## src/include/exec_macros.svh

```systemverilog
//==========================================================================
// Width and constant definitions for the execute stage.
// Included by the package and by every module that sizes a vector or
// needs the link offset.
//==========================================================================

`ifndef EXEC_MACROS_SVH
`define EXEC_MACROS_SVH

// width of a data word and of every operand path
`define EXEC_DATA_W 32

// shift amount, taken from the low bits of the A operand
`define EXEC_SHAMT_W 5

// link address is the PC of the branch plus this offset
`define EXEC_LINK_OFFSET 4

`endif

```

## src/hdl/exec_pkg.sv

```systemverilog
//==========================================================================
// Shared types for the execute stage: word and shift-amount vectors,
// the ALU operation code and the operand and forwarding selects.
// Modules import it in their body and use scoped names in port lists.
//==========================================================================

`include "exec_macros.svh"

package exec_pkg;

    typedef logic [`EXEC_DATA_W-1:0] word_t;    // one data word
    typedef logic [`EXEC_SHAMT_W-1:0] shamt_t;  // shift distance

    // operation for the result stage
    typedef enum logic [4:0] {
        ALU_PA   = 5'd0,    // pass A
        ALU_PB   = 5'd1,    // pass B
        ALU_ADD  = 5'd2,
        ALU_SUB  = 5'd3,
        ALU_SUBU = 5'd4,
        ALU_OR   = 5'd5,
        ALU_AND  = 5'd6,
        ALU_XOR  = 5'd7,
        ALU_NOR  = 5'd8,
        ALU_SLT  = 5'd9,    // signed compare
        ALU_SLTU = 5'd10,   // unsigned compare
        ALU_SLL  = 5'd11,
        ALU_SRL  = 5'd12,
        ALU_SRA  = 5'd13,
        ALU_NOP  = 5'd14
    } alu_op_t;

    typedef enum logic [1:0] {
        A_RS   = 2'd0,      // forwarded rs
        A_LINK = 2'd1,      // pc + link offset
        A_EXT  = 2'd2,      // extended immediate
        A_SPC  = 2'd3       // saved pc
    } src_a_t;

    typedef enum logic [1:0] {
        B_RT  = 2'd0,       // forwarded rt
        B_EXT = 2'd1        // extended immediate
    } src_b_t;

    typedef enum logic [1:0] {
        FWD_NONE = 2'd0,    // register file value
        FWD_ALU  = 2'd1,    // result of the alu stage
        FWD_MEM  = 2'd2     // result of the memory stage
    } fwd_t;

endpackage

```

## src/hdl/alu_logic.sv

```systemverilog
//==========================================================================
// Combinational arithmetic, logic and compare unit. Drives zero for any
// operation it does not own, so its output can be ORed with the shifter.
//==========================================================================

`include "exec_macros.svh"

module alu_logic (
    input  exec_pkg::word_t    a_i,
    input  exec_pkg::word_t    b_i,
    input  exec_pkg::alu_op_t  op_i,
    output exec_pkg::word_t    y_o
);

    import exec_pkg::*;

    localparam int W = `EXEC_DATA_W;

    word_t      diff;
    logic [W:0] slt_diff;

    // a - b as a + ~b + 1, wraps modulo 2^32
    assign diff = a_i + ~b_i + 1'b1;

    // sign-extended to 33 bits so the top bit is the true sign of a - b
    assign slt_diff = {a_i[W-1], a_i} + {~b_i[W-1], ~b_i} + 1'b1;

    always_comb
    begin
        case (op_i)
            ALU_PA:
                y_o = a_i;
            ALU_PB:
                y_o = b_i;
            ALU_ADD:
                y_o = a_i + b_i;
            ALU_SUB,
            ALU_SUBU:
                y_o = diff;     // no overflow trap here
            ALU_OR:
                y_o = a_i | b_i;
            ALU_AND:
                y_o = a_i & b_i;
            ALU_XOR:
                y_o = a_i ^ b_i;
            ALU_NOR:
                y_o = ~(a_i | b_i);
            ALU_SLT:
                y_o = word_t'(slt_diff[W]);
            ALU_SLTU:
                y_o = word_t'(a_i < b_i);
            default:
                y_o = '0;       // shifts and nop
        endcase
    end

endmodule

```

## src/hdl/barrel_shifter.sv

```systemverilog
//==========================================================================
// Five-level logarithmic shifter for SLL, SRL and SRA. Left shifts run
// through the right-shift levels on a bit-reversed word.
// Output is zero for every other operation.
//==========================================================================

`include "exec_macros.svh"

module barrel_shifter (
    input  exec_pkg::word_t    value_i,
    input  exec_pkg::shamt_t   amount_i,
    input  exec_pkg::alu_op_t  op_i,
    output exec_pkg::word_t    y_o
);

    import exec_pkg::*;

    localparam int W      = `EXEC_DATA_W;
    localparam int LEVELS = `EXEC_SHAMT_W;

    logic  is_shift;
    logic  is_left;
    logic  fill;
    word_t level [0:LEVELS];

    function automatic word_t bit_rev(word_t x);
        word_t r;
        for (int i = 0; i < W; i++)
            r[i] = x[W-1-i];
        return r;
    endfunction

    assign is_shift = (op_i == ALU_SLL) || (op_i == ALU_SRL) || (op_i == ALU_SRA);
    assign is_left  = (op_i == ALU_SLL);
    assign fill     = (op_i == ALU_SRA) && value_i[W-1];  // sign bit for sra only

    assign level[0] = is_left ? bit_rev(value_i) : value_i;

    // level i moves the word right by 2^i when amount bit i is set
    for (genvar i = 0; i < LEVELS; i++)
    begin : g_level
        localparam int STEP = 1 << i;
        assign level[i+1] = amount_i[i] ? {{STEP{fill}}, level[i][W-1:STEP]}
                                        : level[i];
    end

    always_comb
    begin
        if (!is_shift)
            y_o = '0;
        else if (is_left)
            y_o = bit_rev(level[LEVELS]);   // undo the reversal
        else
            y_o = level[LEVELS];
    end

endmodule

```

## src/hdl/operand_select.sv

```systemverilog
//==========================================================================
// First execute stage. Resolves forwarding for rs, rt and store data,
// picks the A and B operands and keeps the clearable saved-PC register.
// Operands, operation and valid are registered for the result stage.
//==========================================================================

`include "exec_macros.svh"

module operand_select (
    input  logic               clk,
    input  logic               rst,
    input  logic               valid_i,
    input  exec_pkg::alu_op_t  alu_op_i,
    input  exec_pkg::src_a_t   src_a_i,
    input  exec_pkg::src_b_t   src_b_i,
    input  exec_pkg::fwd_t     fwd_a_i,
    input  exec_pkg::fwd_t     fwd_b_i,
    input  exec_pkg::fwd_t     fwd_st_i,
    input  logic               spc_clr_i,
    input  exec_pkg::word_t    rs_i,
    input  exec_pkg::word_t    rt_i,
    input  exec_pkg::word_t    ext_i,
    input  exec_pkg::word_t    pc_i,
    input  exec_pkg::word_t    fw_alu_i,
    input  exec_pkg::word_t    fw_mem_i,
    output logic               valid_o,
    output exec_pkg::alu_op_t  alu_op_o,
    output exec_pkg::word_t    a_o,
    output exec_pkg::word_t    b_o,
    output exec_pkg::word_t    store_o,
    output exec_pkg::word_t    spc_o
);

    import exec_pkg::*;

    word_t rs_fwd;
    word_t rt_fwd;
    word_t st_fwd;
    word_t link_addr;
    word_t a_sel;
    word_t b_sel;

    // same bypass rule for every register operand
    function automatic word_t fwd_pick(fwd_t sel, word_t reg_val,
                                       word_t alu_val, word_t mem_val);
        word_t pick;
        case (sel)
            FWD_ALU: pick = alu_val;
            FWD_MEM: pick = mem_val;
            default: pick = reg_val;    // FWD_NONE
        endcase
        return pick;
    endfunction

    assign rs_fwd = fwd_pick(fwd_a_i, rs_i, fw_alu_i, fw_mem_i);
    assign rt_fwd = fwd_pick(fwd_b_i, rt_i, fw_alu_i, fw_mem_i);
    assign st_fwd = fwd_pick(fwd_st_i, rt_i, fw_alu_i, fw_mem_i);

    assign link_addr = pc_i + word_t'(`EXEC_LINK_OFFSET);   // return address

    always_comb
    begin
        case (src_a_i)
            A_LINK:  a_sel = link_addr;
            A_EXT:   a_sel = ext_i;
            A_SPC:   a_sel = spc_o;     // value before this edge
            default: a_sel = rs_fwd;
        endcase
    end

    assign b_sel = (src_b_i == B_EXT) ? ext_i : rt_fwd;

    // saved pc, clear wins over load
    always_ff @(posedge clk)
    begin
        if (!rst)
            spc_o <= '0;
        else if (spc_clr_i)
            spc_o <= '0;
        else if (valid_i)
            spc_o <= pc_i;
    end

    always_ff @(posedge clk)
    begin
        if (!rst)
        begin
            valid_o  <= 1'b0;
            alu_op_o <= ALU_NOP;
        end
        else
        begin
            valid_o <= valid_i;
            if (valid_i)
                alu_op_o <= alu_op_i;
        end
    end

    // operands hold while the stage is idle
    always_ff @(posedge clk)
    begin
        if (valid_i)
        begin
            a_o     <= a_sel;
            b_o     <= b_sel;
            store_o <= st_fwd;
        end
    end

    a_fwd_known: assert property (@(posedge clk) disable iff (!rst)
        valid_i |-> !$isunknown({fwd_a_i, fwd_b_i, fwd_st_i}))
        else $error("forwarding select unknown on a valid instruction");

endmodule

```

## src/hdl/result_stage.sv

```systemverilog
//==========================================================================
// Second execute stage. Merges the ALU and shifter outputs and registers
// the result with the store data and the valid bit.
//==========================================================================

`include "exec_macros.svh"

module result_stage (
    input  logic               clk,
    input  logic               rst,
    input  logic               valid_i,
    input  exec_pkg::alu_op_t  op_i,
    input  exec_pkg::word_t    a_i,
    input  exec_pkg::word_t    b_i,
    input  exec_pkg::word_t    store_i,
    output logic               valid_o,
    output exec_pkg::word_t    result_o,
    output exec_pkg::word_t    store_data_o
);

    import exec_pkg::*;

    word_t alu_y;
    word_t shift_y;

    alu_logic i_alu (
        .a_i  (a_i),
        .b_i  (b_i),
        .op_i (op_i),
        .y_o  (alu_y)
    );

    // shifts B by the low bits of A
    barrel_shifter i_shifter (
        .value_i  (b_i),
        .amount_i (a_i[`EXEC_SHAMT_W-1:0]),
        .op_i     (op_i),
        .y_o      (shift_y)
    );

    always_ff @(posedge clk)
    begin
        if (!rst)
        begin
            valid_o      <= 1'b0;
            result_o     <= '0;
            store_data_o <= '0;
        end
        else
        begin
            valid_o <= valid_i;
            if (valid_i)
            begin
                result_o     <= alu_y | shift_y;    // units zero when not selected
                store_data_o <= store_i;
            end
        end
    end

    a_units_exclusive: assert property (@(posedge clk) disable iff (!rst)
        valid_i |-> ((alu_y == '0) || (shift_y == '0)))
        else $error("alu and shifter both drove a nonzero result");

endmodule

```

## src/hdl/exec_stage.sv

```systemverilog
//==========================================================================
// Execute stage top level. Operand select feeds the result stage, giving
// a result two cycles after an instruction is accepted.
//==========================================================================

module exec_stage (
    input  logic               clk,
    input  logic               rst,
    input  logic               valid_i,
    input  exec_pkg::alu_op_t  alu_op_i,
    input  exec_pkg::src_a_t   src_a_i,
    input  exec_pkg::src_b_t   src_b_i,
    input  exec_pkg::fwd_t     fwd_a_i,
    input  exec_pkg::fwd_t     fwd_b_i,
    input  exec_pkg::fwd_t     fwd_st_i,
    input  logic               spc_clr_i,
    input  exec_pkg::word_t    rs_i,
    input  exec_pkg::word_t    rt_i,
    input  exec_pkg::word_t    ext_i,
    input  exec_pkg::word_t    pc_i,
    input  exec_pkg::word_t    fw_alu_i,
    input  exec_pkg::word_t    fw_mem_i,
    output logic               valid_o,
    output exec_pkg::word_t    result_o,
    output exec_pkg::word_t    store_data_o,
    output exec_pkg::word_t    spc_o
);

    import exec_pkg::*;

    logic    op_valid;
    alu_op_t op_alu;
    word_t   op_a;
    word_t   op_b;
    word_t   op_store;

    operand_select i_operand_select (
        .clk       (clk),
        .rst       (rst),
        .valid_i   (valid_i),
        .alu_op_i  (alu_op_i),
        .src_a_i   (src_a_i),
        .src_b_i   (src_b_i),
        .fwd_a_i   (fwd_a_i),
        .fwd_b_i   (fwd_b_i),
        .fwd_st_i  (fwd_st_i),
        .spc_clr_i (spc_clr_i),
        .rs_i      (rs_i),
        .rt_i      (rt_i),
        .ext_i     (ext_i),
        .pc_i      (pc_i),
        .fw_alu_i  (fw_alu_i),
        .fw_mem_i  (fw_mem_i),
        .valid_o   (op_valid),
        .alu_op_o  (op_alu),
        .a_o       (op_a),
        .b_o       (op_b),
        .store_o   (op_store),
        .spc_o     (spc_o)
    );

    result_stage i_result_stage (
        .clk          (clk),
        .rst          (rst),
        .valid_i      (op_valid),
        .op_i         (op_alu),
        .a_i          (op_a),
        .b_i          (op_b),
        .store_i      (op_store),
        .valid_o      (valid_o),
        .result_o     (result_o),
        .store_data_o (store_data_o)
    );

endmodule

```

## config.mk

```make
export PLATFORM = sky130hd
export DESIGN_NAME = exec_stage
export DESIGN_NICKNAME = d
export VERILOG_FILES = /design/src/hdl/exec_pkg.sv /design/src/hdl/alu_logic.sv /design/src/hdl/barrel_shifter.sv /design/src/hdl/operand_select.sv /design/src/hdl/result_stage.sv /design/src/hdl/exec_stage.sv
export VERILOG_INCLUDE_DIRS = /design/src /design/src/include
export SDC_FILE = /design/constraint.sdc
export NUM_CORES = 1
export LEC_CHECK = 0
export BUFFER_PORTS_ARGS = -buffer_cell sky130_fd_sc_hd__buf_4
export CAP_MARGIN = 20
export CORE_ASPECT_RATIO = 1.25
export CORE_MARGIN = 3
export CORE_UTILIZATION = 41
export DETAILED_ROUTE_END_ITERATION = 10
export HOLD_SLACK_MARGIN = 0.02
export MAX_ROUTING_LAYER = met4
export PLACE_DENSITY_LB_ADDON = 0.08
export SETUP_SLACK_MARGIN = 0.4
export SLEW_MARGIN = 30
export SYNTH_ARGS = -nofsm -noshare
export SYNTH_HDL_FRONTEND = slang
export SYNTH_SLANG_ARGS = --single-unit
```

## constraint.sdc

```tcl
create_clock -name clk -period 6.2 [get_ports clk]
set_input_delay 1.24 -clock clk [delete_from_list [all_inputs] [get_ports clk]]
set_output_delay 1.24 -clock clk [all_outputs]
set_load 0.02 [all_outputs]
```

# Word level (Yosys, flattened, before mapping)

Index checks and enable logic that the tools add are counted.

Bits in registers: 199
Input bits: 211
Output and inout bits: 97

$add $sub $neg: 6
Equality and inequality tests: 23
Reductions and logical operators: 6
Muxes and demuxes: 14
Magnitude comparators: 1
Bitwise gates (word level): 8

Operator list:

| kind                                                 | count |
|---|---|
| case mux 32 bit (10 select lines)                    | 1 |
| two-way mux 32 bit                                   | 9 |
| case mux 32 bit (2 select lines)                     | 3 |
| case mux 32 bit (3 select lines)                     | 1 |
| adder 32 bit                                         | 2 |
| inverter 32 bit                                      | 2 |
| bitwise OR 32 bit                                    | 2 |
| adder 33 x 1 -> 33 bit (second input constant)       | 1 |
| adder 33 bit                                         | 1 |
| adder 32 x 1 -> 32 bit (second input constant)       | 1 |
| adder 32 x 3 -> 32 bit (second input constant)       | 1 |
| AND 32 bit                                           | 1 |
| < comparator 32 bit                                  | 1 |
| bitwise XOR 32 bit                                   | 1 |
| equality test 5 x 4 -> 1 bit (second input constant) | 6 |
| equality test 5 x 3 -> 1 bit (second input constant) | 4 |
| equality test 2 x 1 -> 1 bit (second input constant) | 5 |
| equality test 2 bit (second input constant)          | 5 |
| equality test 5 x 2 -> 1 bit (second input constant) | 2 |
| equality test 5 x 1 -> 1 bit (second input constant) | 1 |
| logical NOT 5 bit                                    | 1 |
| OR reduction 2 bit                                   | 2 |
| logical OR 1 bit                                     | 2 |
| inverter 1 bit                                       | 2 |
| logical AND 1 bit                                    | 1 |

# Longest topological paths before layout

Gate-level depths: netlist of the first run.

Depth after elaboration: 10
Depth in mapped cells: 16
Depth with buffers taken out: 14

# Hierarchy

Synthesis of the first run repeated with hierarchy kept, for this count alone.

Cell total of the unflattened synthesis: 2224
Area total of the unflattened synthesis: 18536.5 µm²

By module, submodules not included:

| module         | times used | area each (µm²) | cells each |
|---|---|---|---|
| operand_select | 1          | 7633.6          | 803 |
| alu_logic      | 1          | 5566.6          | 837 |
| barrel_shifter | 1          | 2788.9          | 340 |
| result_stage   | 1          | 2547.4          | 244 |

# Worst setup path before layout of the first run

Ideal clock, no wire load.

Path type: reg-to-reg
Start: register i_operand_select.a_o[1]
End: register i_result_stage.result_o[20]
Stages on the path, launching flop included: 15
Path slack: 2.562 ns
Required time: 6.076 ns
Arrival time: 3.513 ns
Path buffers: 3
Library setup time: 0.124 ns
Cells stage by stage: edfxtp_1 > buf_2 > inv_2 > clkbuf_1 > clkbuf_1 > fa_1 > nor2b_1 > o31a_1 > o21ai_0 > a31oi_1 > a31oi_1 > o21ai_0 > a221o_1 > a221oi_1 > a21oi_1

Word-level cells in the longest chain between the ends: 7
Elaborated cells between the ends (all ways): 11
Those cells by class: 3 x add/sub; 7 x mux; 1 x bitwise

RTL lines:

| what                                                                 | line                  | text |
|---|---|---|
| start: declaration                                                   | operand_select.sv:28  | `output exec_pkg::word_t a_o,` |
| start signal: assignment                                             | operand_select.sv:104 | `a_o <= a_sel;` |
| parallel branches: the longest is 6 deep, another holds adder 32 bit | -                     |  |
| bitwise OR 32 bit (*)                                                | result_stage.sv:54    | `result_o <= alu_y \| shift_y;` |
| end signal: assignment                                               | result_stage.sv:54    |  |
| end: declaration                                                     | result_stage.sv:17    | `output exec_pkg::word_t result_o,` |

Every way passes the cells marked *.
A chain may end at the register's enable or synchronous reset.

# Worst setup path after layout of the first run

Start: register i_operand_select.a_o[0]
End: register i_result_stage.result_o[24]

Word-level cells in the longest chain between the ends: 8
Elaborated cells between the ends (all ways): 12
Those cells by class: 3 x add/sub; 8 x mux; 1 x bitwise

RTL lines:

| what                                                                 | line |
|---|---|
| parallel branches: the longest is 7 deep, another holds adder 32 bit | - |
| bitwise OR 32 bit (*)                                                | result_stage.sv:54 |

Marked as above.

==> results of run 1 <==
[metal layers]
metal	share of wire	GRT usage	routed length, um	vias up
met5	0	-	0	-
met4	0.057	0.183	4590	0
met3	0.078	0.0503	6290	187
met2	0.47	0.544	37400	1030
met1	0.40	0.420	32000	9045
li1	-	-	-	8480
[flip-flops by register name, summed over array words and instances (netlist names)]
| signal | cells |
|---|---|
| i_result_stage.result_o | 32 |
| i_operand_select.valid_o | 1 |
| i_result_stage.store_data_o | 32 |
| i_operand_select.alu_op_o | 5 |
| i_operand_select.a_o | 32 |
| i_operand_select.store_o | 32 |
| i_result_stage.valid_o | 1 |
| i_operand_select.b_o | 32 |
| i_operand_select.spc_o | 32 |
[cells in the final DEF (no fill, tap or decap), types with 32 or more instances in the layout]
| cell type | count |
|---|---|
| a21oi_1 | 173 |
| a221oi_1 | 32 |
| a22oi_1 | 113 |
| buf_4 | 337 |
| dfxtp_1 | 102 |
| edfxtp_1 | 96 |
| ha_1 | 116 |
| inv_1 | 100 |
| mux2i_1 | 100 |
| mux4_2 | 60 |
| nand2_1 | 240 |
| nand3_1 | 32 |
| nor2_1 | 171 |
| nor2b_1 | 49 |
| o21ai_0 | 193 |
[worst min path at each step]
stage,from,end,slack [ns]
final,i_result_stage.result_o[6],i_result_stage.result_o[6],0.50
after global routing,i_result_stage.result_o[6],i_result_stage.result_o[6],0.52
after detailed placement,i_result_stage.result_o[6],i_result_stage.result_o[6],0.48
after global placement,i_result_stage.result_o[6],i_result_stage.result_o[6],0.48
after floorplan,i_operand_select.store_o[27],i_result_stage.store_data_o[27],0.48
after CTS,i_result_stage.result_o[6],i_result_stage.result_o[6],0.50
[metrics by stage]
stage / cells / total power, mW / util
2_1_floorplan: 2174 / 2.73 / -
3_3_place_gp: 2903 / 3.45 / 0.478
3_5_place_dp: 2903 / 3.45 / 0.478
4_1_cts: 2935 / 4.67 / 0.492
5_1_grt: 2936 / 4.89 / 0.492
6_report: 2936 / 4.69 / 0.492
[power by group]
part / switching, mW / leakage [nW] / internal [mW]
clock network: 0.637 / 0.291 / 0.580
registers: 0.154 / 1.79 / 1.50
logic: 1.13 / 6.50 / 0.681
total: 1.92 / 8.58 / 2.76
[cells in the mapped netlist, types with 5 or more instances]
cell	number
nand2_1	241
o21ai_0	193
nor2_1	174
a21oi_1	173
clkbuf_1	142
ha_1	120
a22oi_1	113
dfxtp_1	103
inv_1	100
mux2i_1	100
edfxtp_1	96
mux4_2	60
nor2b_1	50
nor3_1	33
a221oi_1	32
nand3_1	32
a31oi_1	29
xnor2_1	28
nand4_1	27
buf_1	20
nand2b_1	19
o2111ai_1	18
o21bai_1	15
o22ai_1	15
a211oi_1	14
nor4_1	13
a222oi_1	12
o211ai_1	12
o31ai_1	12
xor2_1	12
a21o_1	11
a221o_1	11
o221ai_1	11
and3_1	10
mux2_2	9
and2_1	8
buf_2	8
nand3b_1	8
o211a_1	5
o41ai_1	5
or2_2	5
[logic make-up (layout without fill, tap and decap cells)]
logic type / after synthesis / count (layout) / synth area share
compound gates: 727 / 727 / 0.261
xor+xnor: 40 / 40 / 0.0195
fa+ha+maj: 122 / 122 / 0.0856
buf+inv: 278 / 474 / 0.0598
flops: 199 / 199 / 0.275
mux: 170 / 170 / 0.137
other cells: 0 / 1 / 0
simple gates: 638 / 638 / 0.162
[layout make-up]
cell class	instances	area [sq um]	share of cell area
multi-input cells	1697	12000	0.567
flip-flops and latches	199	4950	0.233
repair buffers	338	2540	0.120
well taps	565	707	0.0333
clock buffers	17	425	0.0200
inverters	104	390	0.0184
clock inverters	15	189	0.00889
diodes	1	2.50	0.000118
[worst register-to-register path: stages (launching register included)]
cell and delay, ns:
edfxtp_1 0.38, buf_4 0.26, inv_2 0.44, ha_1 0.29, inv_1 0.07, fa_1 0.42, nor2b_1 0.16, o21ai_0 0.30
a31oi_1 0.22, a22o_1 0.31, o41ai_1 0.74, nand2b_1 0.22, nand2b_1 0.11, xnor2_1 0.14, a22oi_1 0.15, a21oi_1 0.09
==> impl_metrics.toml, run 1 <==
[status]
status = "finished, final reports clean"

[detailed_routing]
ant_nets = 0
remaining_drc_errors = 0
dr.pass1.iters = 6
drt-total-wl_um = 80300
route.vias.total = 18700
drtIter0Drc = 1993
route.detailed.vias_per_inst = 6.38
route.detailed.wl_per_inst_um = 27.3

[run]
cap_violations = 0

[placed_design]
dpl.hpwl_um = 60700
detailed_place.area_sq_um = 20600
buffer_ports.inserted = 307
place_congestion = 1.01
placement.setup.worst_slack_ns = 1.87

[timing]
timing.final.hold_violations = 0
fmaxAchievable_ghz = 0.226
final-max-slew-violation-count = 0
relSlewSlack = 0.267
tightest_hold_margin_ns = 0.499
skew_ns = 0.0222
tmin_final_ns = 4.42
slew_at_the_pin_closest_to_its_max_slew_limit_ns = 1.10
tns_ns = 0
period_share = 0.713
setup_viol_count_final = 0
setup_slack_ns = 1.78
rsz0062_at_grt = "no"

[clocking]
post_cts_resized = 0
tritoncts = "done"
clkSlewWorstSetupHoldPaths_ns = 0.09
clockRootBuffer = "clkbuf_16"
cts_hold_buffers = 0
max-clock-path-buffers = 2
post-cts-setup-buffer-count = 0
cts.sinks = 199
cts_buffers = 17
insertion_delay_ns = 0.48
cts.htree.levels = 4

[synthesis]
synth.top_cells.by_area = "edfxtp_1, dfxtp_1, ha_1, mux4_2, mux2i_1"
ys_ff_latch = 199
synth.yosys.warnings = 0
ys_types = 76
yosysTopAreaCellShare = 0.160
synth_area_leader_cell = "edfxtp_1"
synthFlopType = "dfxtp_1"
synth.avg_cell_area_sq_um = 8.28
synth_enable_flop_cells = 96
syn-instance-count = 2174
synth.net_count = 2507
cell_area_after_synthesis_sq_um = 18000
synth-seq-area-share = 0.275
synth-async-reset-ratio = 0

[layout]
flow.area_growth_from_synthesis_pct = 18.1
drive_gt1_frac = 0.198
design.final.nets = 2690
n_fill_cell = 4327
design_area_sq_um = 21300

[critical_path]
data_arrival_time_of_the_worst_path_ns = 4.77
crit-reg2reg-capture = "i_result_stage.result_o[24]"
cell_with_the_largest_stage_delay_on_the_worst_path = "o41ai_1"
critPathKind = "register to register"
crit_path_end = "i_result_stage.result_o[24]"
timing.critical_path.buf_inv = 3
setup.reg_to_reg.worst_slack_ns = 1.78
slowest_delay_ns = 0.74
critPathTopFamily = "compound AO/OA/AOI/OAI gates"
critical_path.endpoint_type = "register"
critical_path_required_ns = 6.55
timing.rr.start = "i_operand_select.a_o[0]"
reg2regPathDepth = 15
worst_path_most_repeated_cell = "nand2b_1"
crit_chain = "buf_4 > inv_2 > ha_1 > inv_1 > fa_1 > nor2b_1 > o21ai_0 > a31oi_1 > a22o_1 > o41ai_1 > nand2b_1 > nand2b_1 > xnor2_1 > a22oi_1 > a21oi_1"
critical_path_start_type = "register"
critPathLaunch = "i_operand_select.a_o[0]"
cp.depth = 15
cp_max_fo = 28

[pwr]
pd_cells_nw_per_um2 = 221
vdd_ir_drop_max_mv = 0.214
power.leakage_nw = 8.58

[floorplanning]
top_level_ports = 308
die_width_um = 193
start_util = 0.417
die_ar_sq_um = 46500
dieHeight_um = 240
core.rowCount = 85
core_sq_um = 43200

[global_route]
maximum_number_of_pins_on_one_net_before_global_route_repair = 73
global_route.usage.total = 0.341
grt_pass1_wl_um = 116000
grt_pass1_vias = 18100
antenna_violations_before_repair = 1
grt_remaining_overflow = 0

[hold_path]
min_delay_path_depth = 1
hold_path.class = "register to register"
Note: power is estimated with default switching activity, not from simulation.
==> run 2: changes to the inputs <==
clock period = 3.88 ns   (was 6.2 ns; I/O delays follow)
==> run 2 against run 1 <==
- largest power group unchanged
- non-clock buffer count grew 117
- highest routed layer unchanged
- flip-flop and latch count unchanged
- clock skew is 0.012 ns lower
- die area unchanged
- global-route usage grew 1.8 points
- clock-buffer cell count increased by 4
- sequential power grew 54%
- final cell count is 4.0% higher
- routed wire length rose by 3.8%
- final area up 4.5%
==> impl_metrics.toml, run 2 (synthesis gave the netlist of run 1 again) <==
[critical_path]
critPathKind = "register to register"
critPathTopFamily = "multiplexers"
slowest_delay_ns = 0.60
cp_max_fo = 25
crit_chain = "nor2b_1 > buf_4 > nand2_8 > mux4_2 > nand2_1 > o21ai_1 > mux2_4 > mux2_2 > a221o_1 > a221oi_2 > nor2_1"
data_arrival_time_of_the_worst_path_ns = 3.73
critical_path_required_ns = 4.24
critical_path.endpoint_type = "register"
critical_path_start_type = "register"
cell_with_the_largest_stage_delay_on_the_worst_path = "mux4_2"
timing.critical_path.buf_inv = 1

[timing]
fmaxAchievable_ghz = 0.297
relSlewSlack = 0.368
setup_viol_count_final = 0
slew_at_the_pin_closest_to_its_max_slew_limit_ns = 0.948
rsz0062_at_grt = "yes"
tmin_final_ns = 3.37
timing.final.hold_violations = 0
skew_ns = 0.0102
period_share = 0.867
tns_ns = 0
final-max-slew-violation-count = 0

[clocking]
max-clock-path-buffers = 2
tritoncts = "done"
clkSlewWorstSetupHoldPaths_ns = 0.08
clockRootBuffer = "clkbuf_16"
cts.sinks = 199
cts.htree.levels = 4
cts_hold_buffers = 0
insertion_delay_ns = 0.47
cts_buffers = 17

[detailed_routing]
route.detailed.vias_per_inst = 6.36
route.vias.total = 19400
drtIter0Drc = 2071
remaining_drc_errors = 0
ant_nets = 0
drt-total-wl_um = 83400
route.detailed.wl_per_inst_um = 27.3
dr.pass1.iters = 7

[placed_design]
dpl.hpwl_um = 65000
buffer_ports.inserted = 307
place_inst = 3017
place_congestion = 1.02

[floorplanning]
core_sq_um = 43200
start_util = 0.417
die_width_um = 193
core.rowCount = 85
dieHeight_um = 240
top_level_ports = 308
die_ar_sq_um = 46500

[global_route]
antenna_violations_before_repair = 2
grt_remaining_overflow = 0
maximum_number_of_pins_on_one_net_before_global_route_repair = 57
grt_pass1_vias = 18800
global_route.usage.total = 0.358
grt_pass1_wl_um = 123000

[layout]
final_cell_count_without_fillers = 3054
drive_gt1_frac = 0.239
flow.area_growth_from_synthesis_pct = 23.4
most-common-layout-cells = "buf_4, nand2_1, o21ai_0"
design.final.nets = 2807
n_fill_cell = 4260
total_area_of_multi_input_combinational_cells_sq_um = 12100
sequential_cell_area_sq_um = 4950
layout_commonest_cell = "buf_4"

[hold_path]
hold_path.class = "register to register"

[pwr]
pd_cells_nw_per_um2 = 349
vdd_ir_drop_max_mv = 0.364
power.leakage_nw = 9.18

[status]
status = "finished, final reports clean"

[run]
cap_violations = 0
run 2: timing repair:
item | in CTS | in global routing
pin swaps | 0 | 1
endpoints found under the setup margin | 3 | 16
buffers inserted | 1 | 1
resized for setup | 3 | 16
run 2: power by group:
group	total, mW	switching [mW]	internal [mW]
sequential	2.56	0.159	2.40
clock	1.88	0.910	0.967
combinational	3.31	2.02	1.29
run 2: layout make-up:
| cell class | count | area share |
|---|---|---|
| clock inverters | 11 | 0.00603 |
| multi-input cells | 1697 | 0.545 |
| diodes | 2 | 0.000225 |
| well taps | 565 | 0.0318 |
| inverters | 104 | 0.0176 |
| flip-flops and latches | 199 | 0.223 |
| clock buffers | 21 | 0.0198 |
| repair buffers | 455 | 0.156 |
run 2: path summary, 6_finish.rpt:
| check | start | endpoint | slack (ns) | cells past startpoint |
|---|---|---|---|---|
| worst max-delay path | i_operand_select.alu_op_o[1] | i_result_stage.result_o[3] | 0.51 | 11 |
| worst min-delay path | i_result_stage.result_o[6] | i_result_stage.result_o[6] | 0.49 | 1 |
| worst max register to register | i_operand_select.alu_op_o[1] | i_result_stage.result_o[3] | 0.51 | 11 |
| worst min register to register | i_result_stage.result_o[6] | i_result_stage.result_o[6] | 0.49 | 1 |
run 2: routing by layer:
| layer | part of all wire | vias to the layer above | track usage |
|---|---|---|---|
| met5 | 0 | - | - |
| met4 | 0.057 | 0 | 0.179 |
| met3 | 0.085 | 228 | 0.0593 |
| met2 | 0.46 | 1120 | 0.568 |
| met1 | 0.40 | 9369 | 0.446 |
| li1 | - | 8698 | - |
run 2: per-stage QoR:
step	util	total power [mW]	hold slack, ns	instance area (sq um)	setup slack, ns
after global placement	0.498	5.79	0.476	21500	0.338
final	0.514	7.74	0.494	22200	0.515
after detailed placement	0.498	5.78	0.482	21500	0.350
after global routing	0.514	8.08	0.511	22200	0.359
after CTS	0.512	7.66	0.496	22100	0.404
after floorplan	-	4.37	0.479	18000	0.357
==> run 3: changes to the inputs <==
MAX_ROUTING_LAYER = not set   (was met4)
==> run 3 against run 2 <==
- core utilization up 0.087 points
- clock skew increased by 0.00073 ns
- largest cell class unchanged
- die area stayed put
- flip-flop and latch count is the same
- critical path depth decreased by 1
- final area up 0.17%
- critical path type unchanged
- fmax shrank 1.2%
- setup slack worse by 0.041 ns
- clock-buffer cell count did not move
- highest routed layer unchanged
- final cell count unchanged
- the run now ends with design-rule violations left
==> impl_metrics.toml, run 3 (synthesis gave the netlist of run 1 again) <==
[pwr]
fin_total_pwr_mw = 7.73
vdd_ir_drop_max_mv = 0.370
pd_cells_nw_per_um2 = 347
power.leakage_nw = 9.17

[timing]
relSlewSlack = 0.336
tns_ns = 0
setup_slack_ns = 0.473
setup_viol_count_final = 0
slew_at_the_pin_closest_to_its_max_slew_limit_ns = 0.996
skew_ns = 0.0110
fmaxAchievable_ghz = 0.294
period_share = 0.878
final-max-slew-violation-count = 0
tightest_hold_margin_ns = 0.498
rsz0062_at_grt = "yes"
timing.final.hold_violations = 0
tmin_final_ns = 3.41

[floorplanning]
core_sq_um = 43200
die_width_um = 193
start_util = 0.417
dieHeight_um = 240
die_ar_sq_um = 46500
core.rowCount = 85
top_level_ports = 308

[status]
violations_in_the_final_reports = "design-rule violations"
status = "finished with violations"

[detailed_routing]
route.detailed.vias_per_inst = 6.35
drtIter0Drc = 2074
route.vias.total = 19400
remaining_drc_errors = 2
ant_nets = 0
route.detailed.wl_per_inst_um = 26.8
drt-total-wl_um = 81900
dr.pass1.iters = 9

[clocking]
tritoncts = "done"
max-clock-path-buffers = 2
insertion_delay_ns = 0.48
clkSlewWorstSetupHoldPaths_ns = 0.08
clockRootBuffer = "clkbuf_16"
cts.htree.levels = 4
cts.sinks = 199
cts_buffers = 17

[layout]
total_area_of_multi_input_combinational_cells_sq_um = 12100
design_area_sq_um = 22200
drive_gt1_frac = 0.239
layout_commonest_cell = "buf_4"
design.final.nets = 2807
most-common-layout-cells = "buf_4, nand2_1, o21ai_0"
sequential_cell_area_sq_um = 4950
n_fill_cell = 4296
flow.area_growth_from_synthesis_pct = 23.6

[global_route]
grt_pass1_vias = 19000
antenna_violations_before_repair = 2
grt_remaining_overflow = 0
global_route.usage.total = 0.341
maximum_number_of_pins_on_one_net_before_global_route_repair = 65
grt_pass1_wl_um = 121000

[placed_design]
detailed_place.area_sq_um = 21500
place_congestion = 1.01
placement.setup.worst_slack_ns = 0.186
dpl.hpwl_um = 64100
buffer_ports.inserted = 307

[critical_path]
cp_max_fo = 25
data_arrival_time_of_the_worst_path_ns = 3.75
critical_path_required_ns = 4.22
critical_path.endpoint_type = "register"
critical_path_start_type = "register"
crit_path_end = "i_result_stage.result_o[27]"
crit-reg2reg-capture = "i_result_stage.result_o[27]"
critPathLaunch = "i_operand_select.alu_op_o[1]"
setup.reg_to_reg.worst_slack_ns = 0.47
critPathKind = "register to register"
reg2regPathDepth = 10
timing.rr.start = "i_operand_select.alu_op_o[1]"

[run]
cap_violations = 0

[hold_path]
hold_path.class = "register to register"
-- run 3: cell type report --
cell class,instances,area share
antenna,2,0.000225
clock buffer,21,0.0208
clock inverter,11,0.00591
inverter,104,0.0175
multi-input combinational,1697,0.545
sequential,199,0.223
tap,565,0.0318
timing repair buffer,455,0.157
-- run 3: worst min-delay path by stage --
stage	slack, ns	from	depth (start not counted)	to
finish	0.50	i_result_stage.result_o[6]	1	i_result_stage.result_o[6]
global route	0.53	alu_op_i[2]	3	i_operand_select.alu_op_o[2]
CTS	0.51	i_result_stage.result_o[6]	1	i_result_stage.result_o[6]
detailed placement	0.49	i_result_stage.result_o[3]	2	i_result_stage.result_o[3]
global placement	0.47	i_result_stage.result_o[6]	1	i_result_stage.result_o[6]
floorplan	0.48	i_operand_select.store_o[27]	2	i_result_stage.store_data_o[27]
-- run 3: power breakdown --
part | switching [mW] | leakage [nW] | internal (mW)
Clock | 0.941 | 0.280 | 0.951
Combinational | 1.99 | 7.10 | 1.29
Sequential | 0.161 | 1.79 | 2.40
-- run 3: what timing repair did --
action                                  in CTS  in global routing
hold buffers                                 0                  0
resized for setup                            6                 13
endpoints found under the setup margin       9                 18
pin swaps                                    1                  1
buffers inserted                             4                  4
-- run 3: layer usage --
metal | routed length, um | global-route usage | up-vias
met4 | 4860 | 0.182 | 0
met1 | 31000 | 0.414 | 9377
li1 | - | - | 8695
met2 | 38600 | 0.573 | 1126
met3 | 7470 | 0.0712 | 209
met5 | 0 | 0 | -
-- run 3: per-stage QoR --
stage	std cells	utilization
3_5_place_dp	3012	0.498
6_report	3054	0.515
5_1_grt	3053	0.515
2_1_floorplan	2174	-
3_3_place_gp	3012	0.498
4_1_cts	3048	0.513
-- run 3: critical path: stages, from the launching register on --
cell and delay [ns]:
dfxtp_2 0.39, nor2b_1 0.15, buf_4 0.18, nand2_8 0.20, mux4_2 0.67, mux2_2 0.30, o21ai_0 0.36, a21oi_1 0.13
o211a_1 0.29, a221oi_1 0.46, a21oi_1 0.14
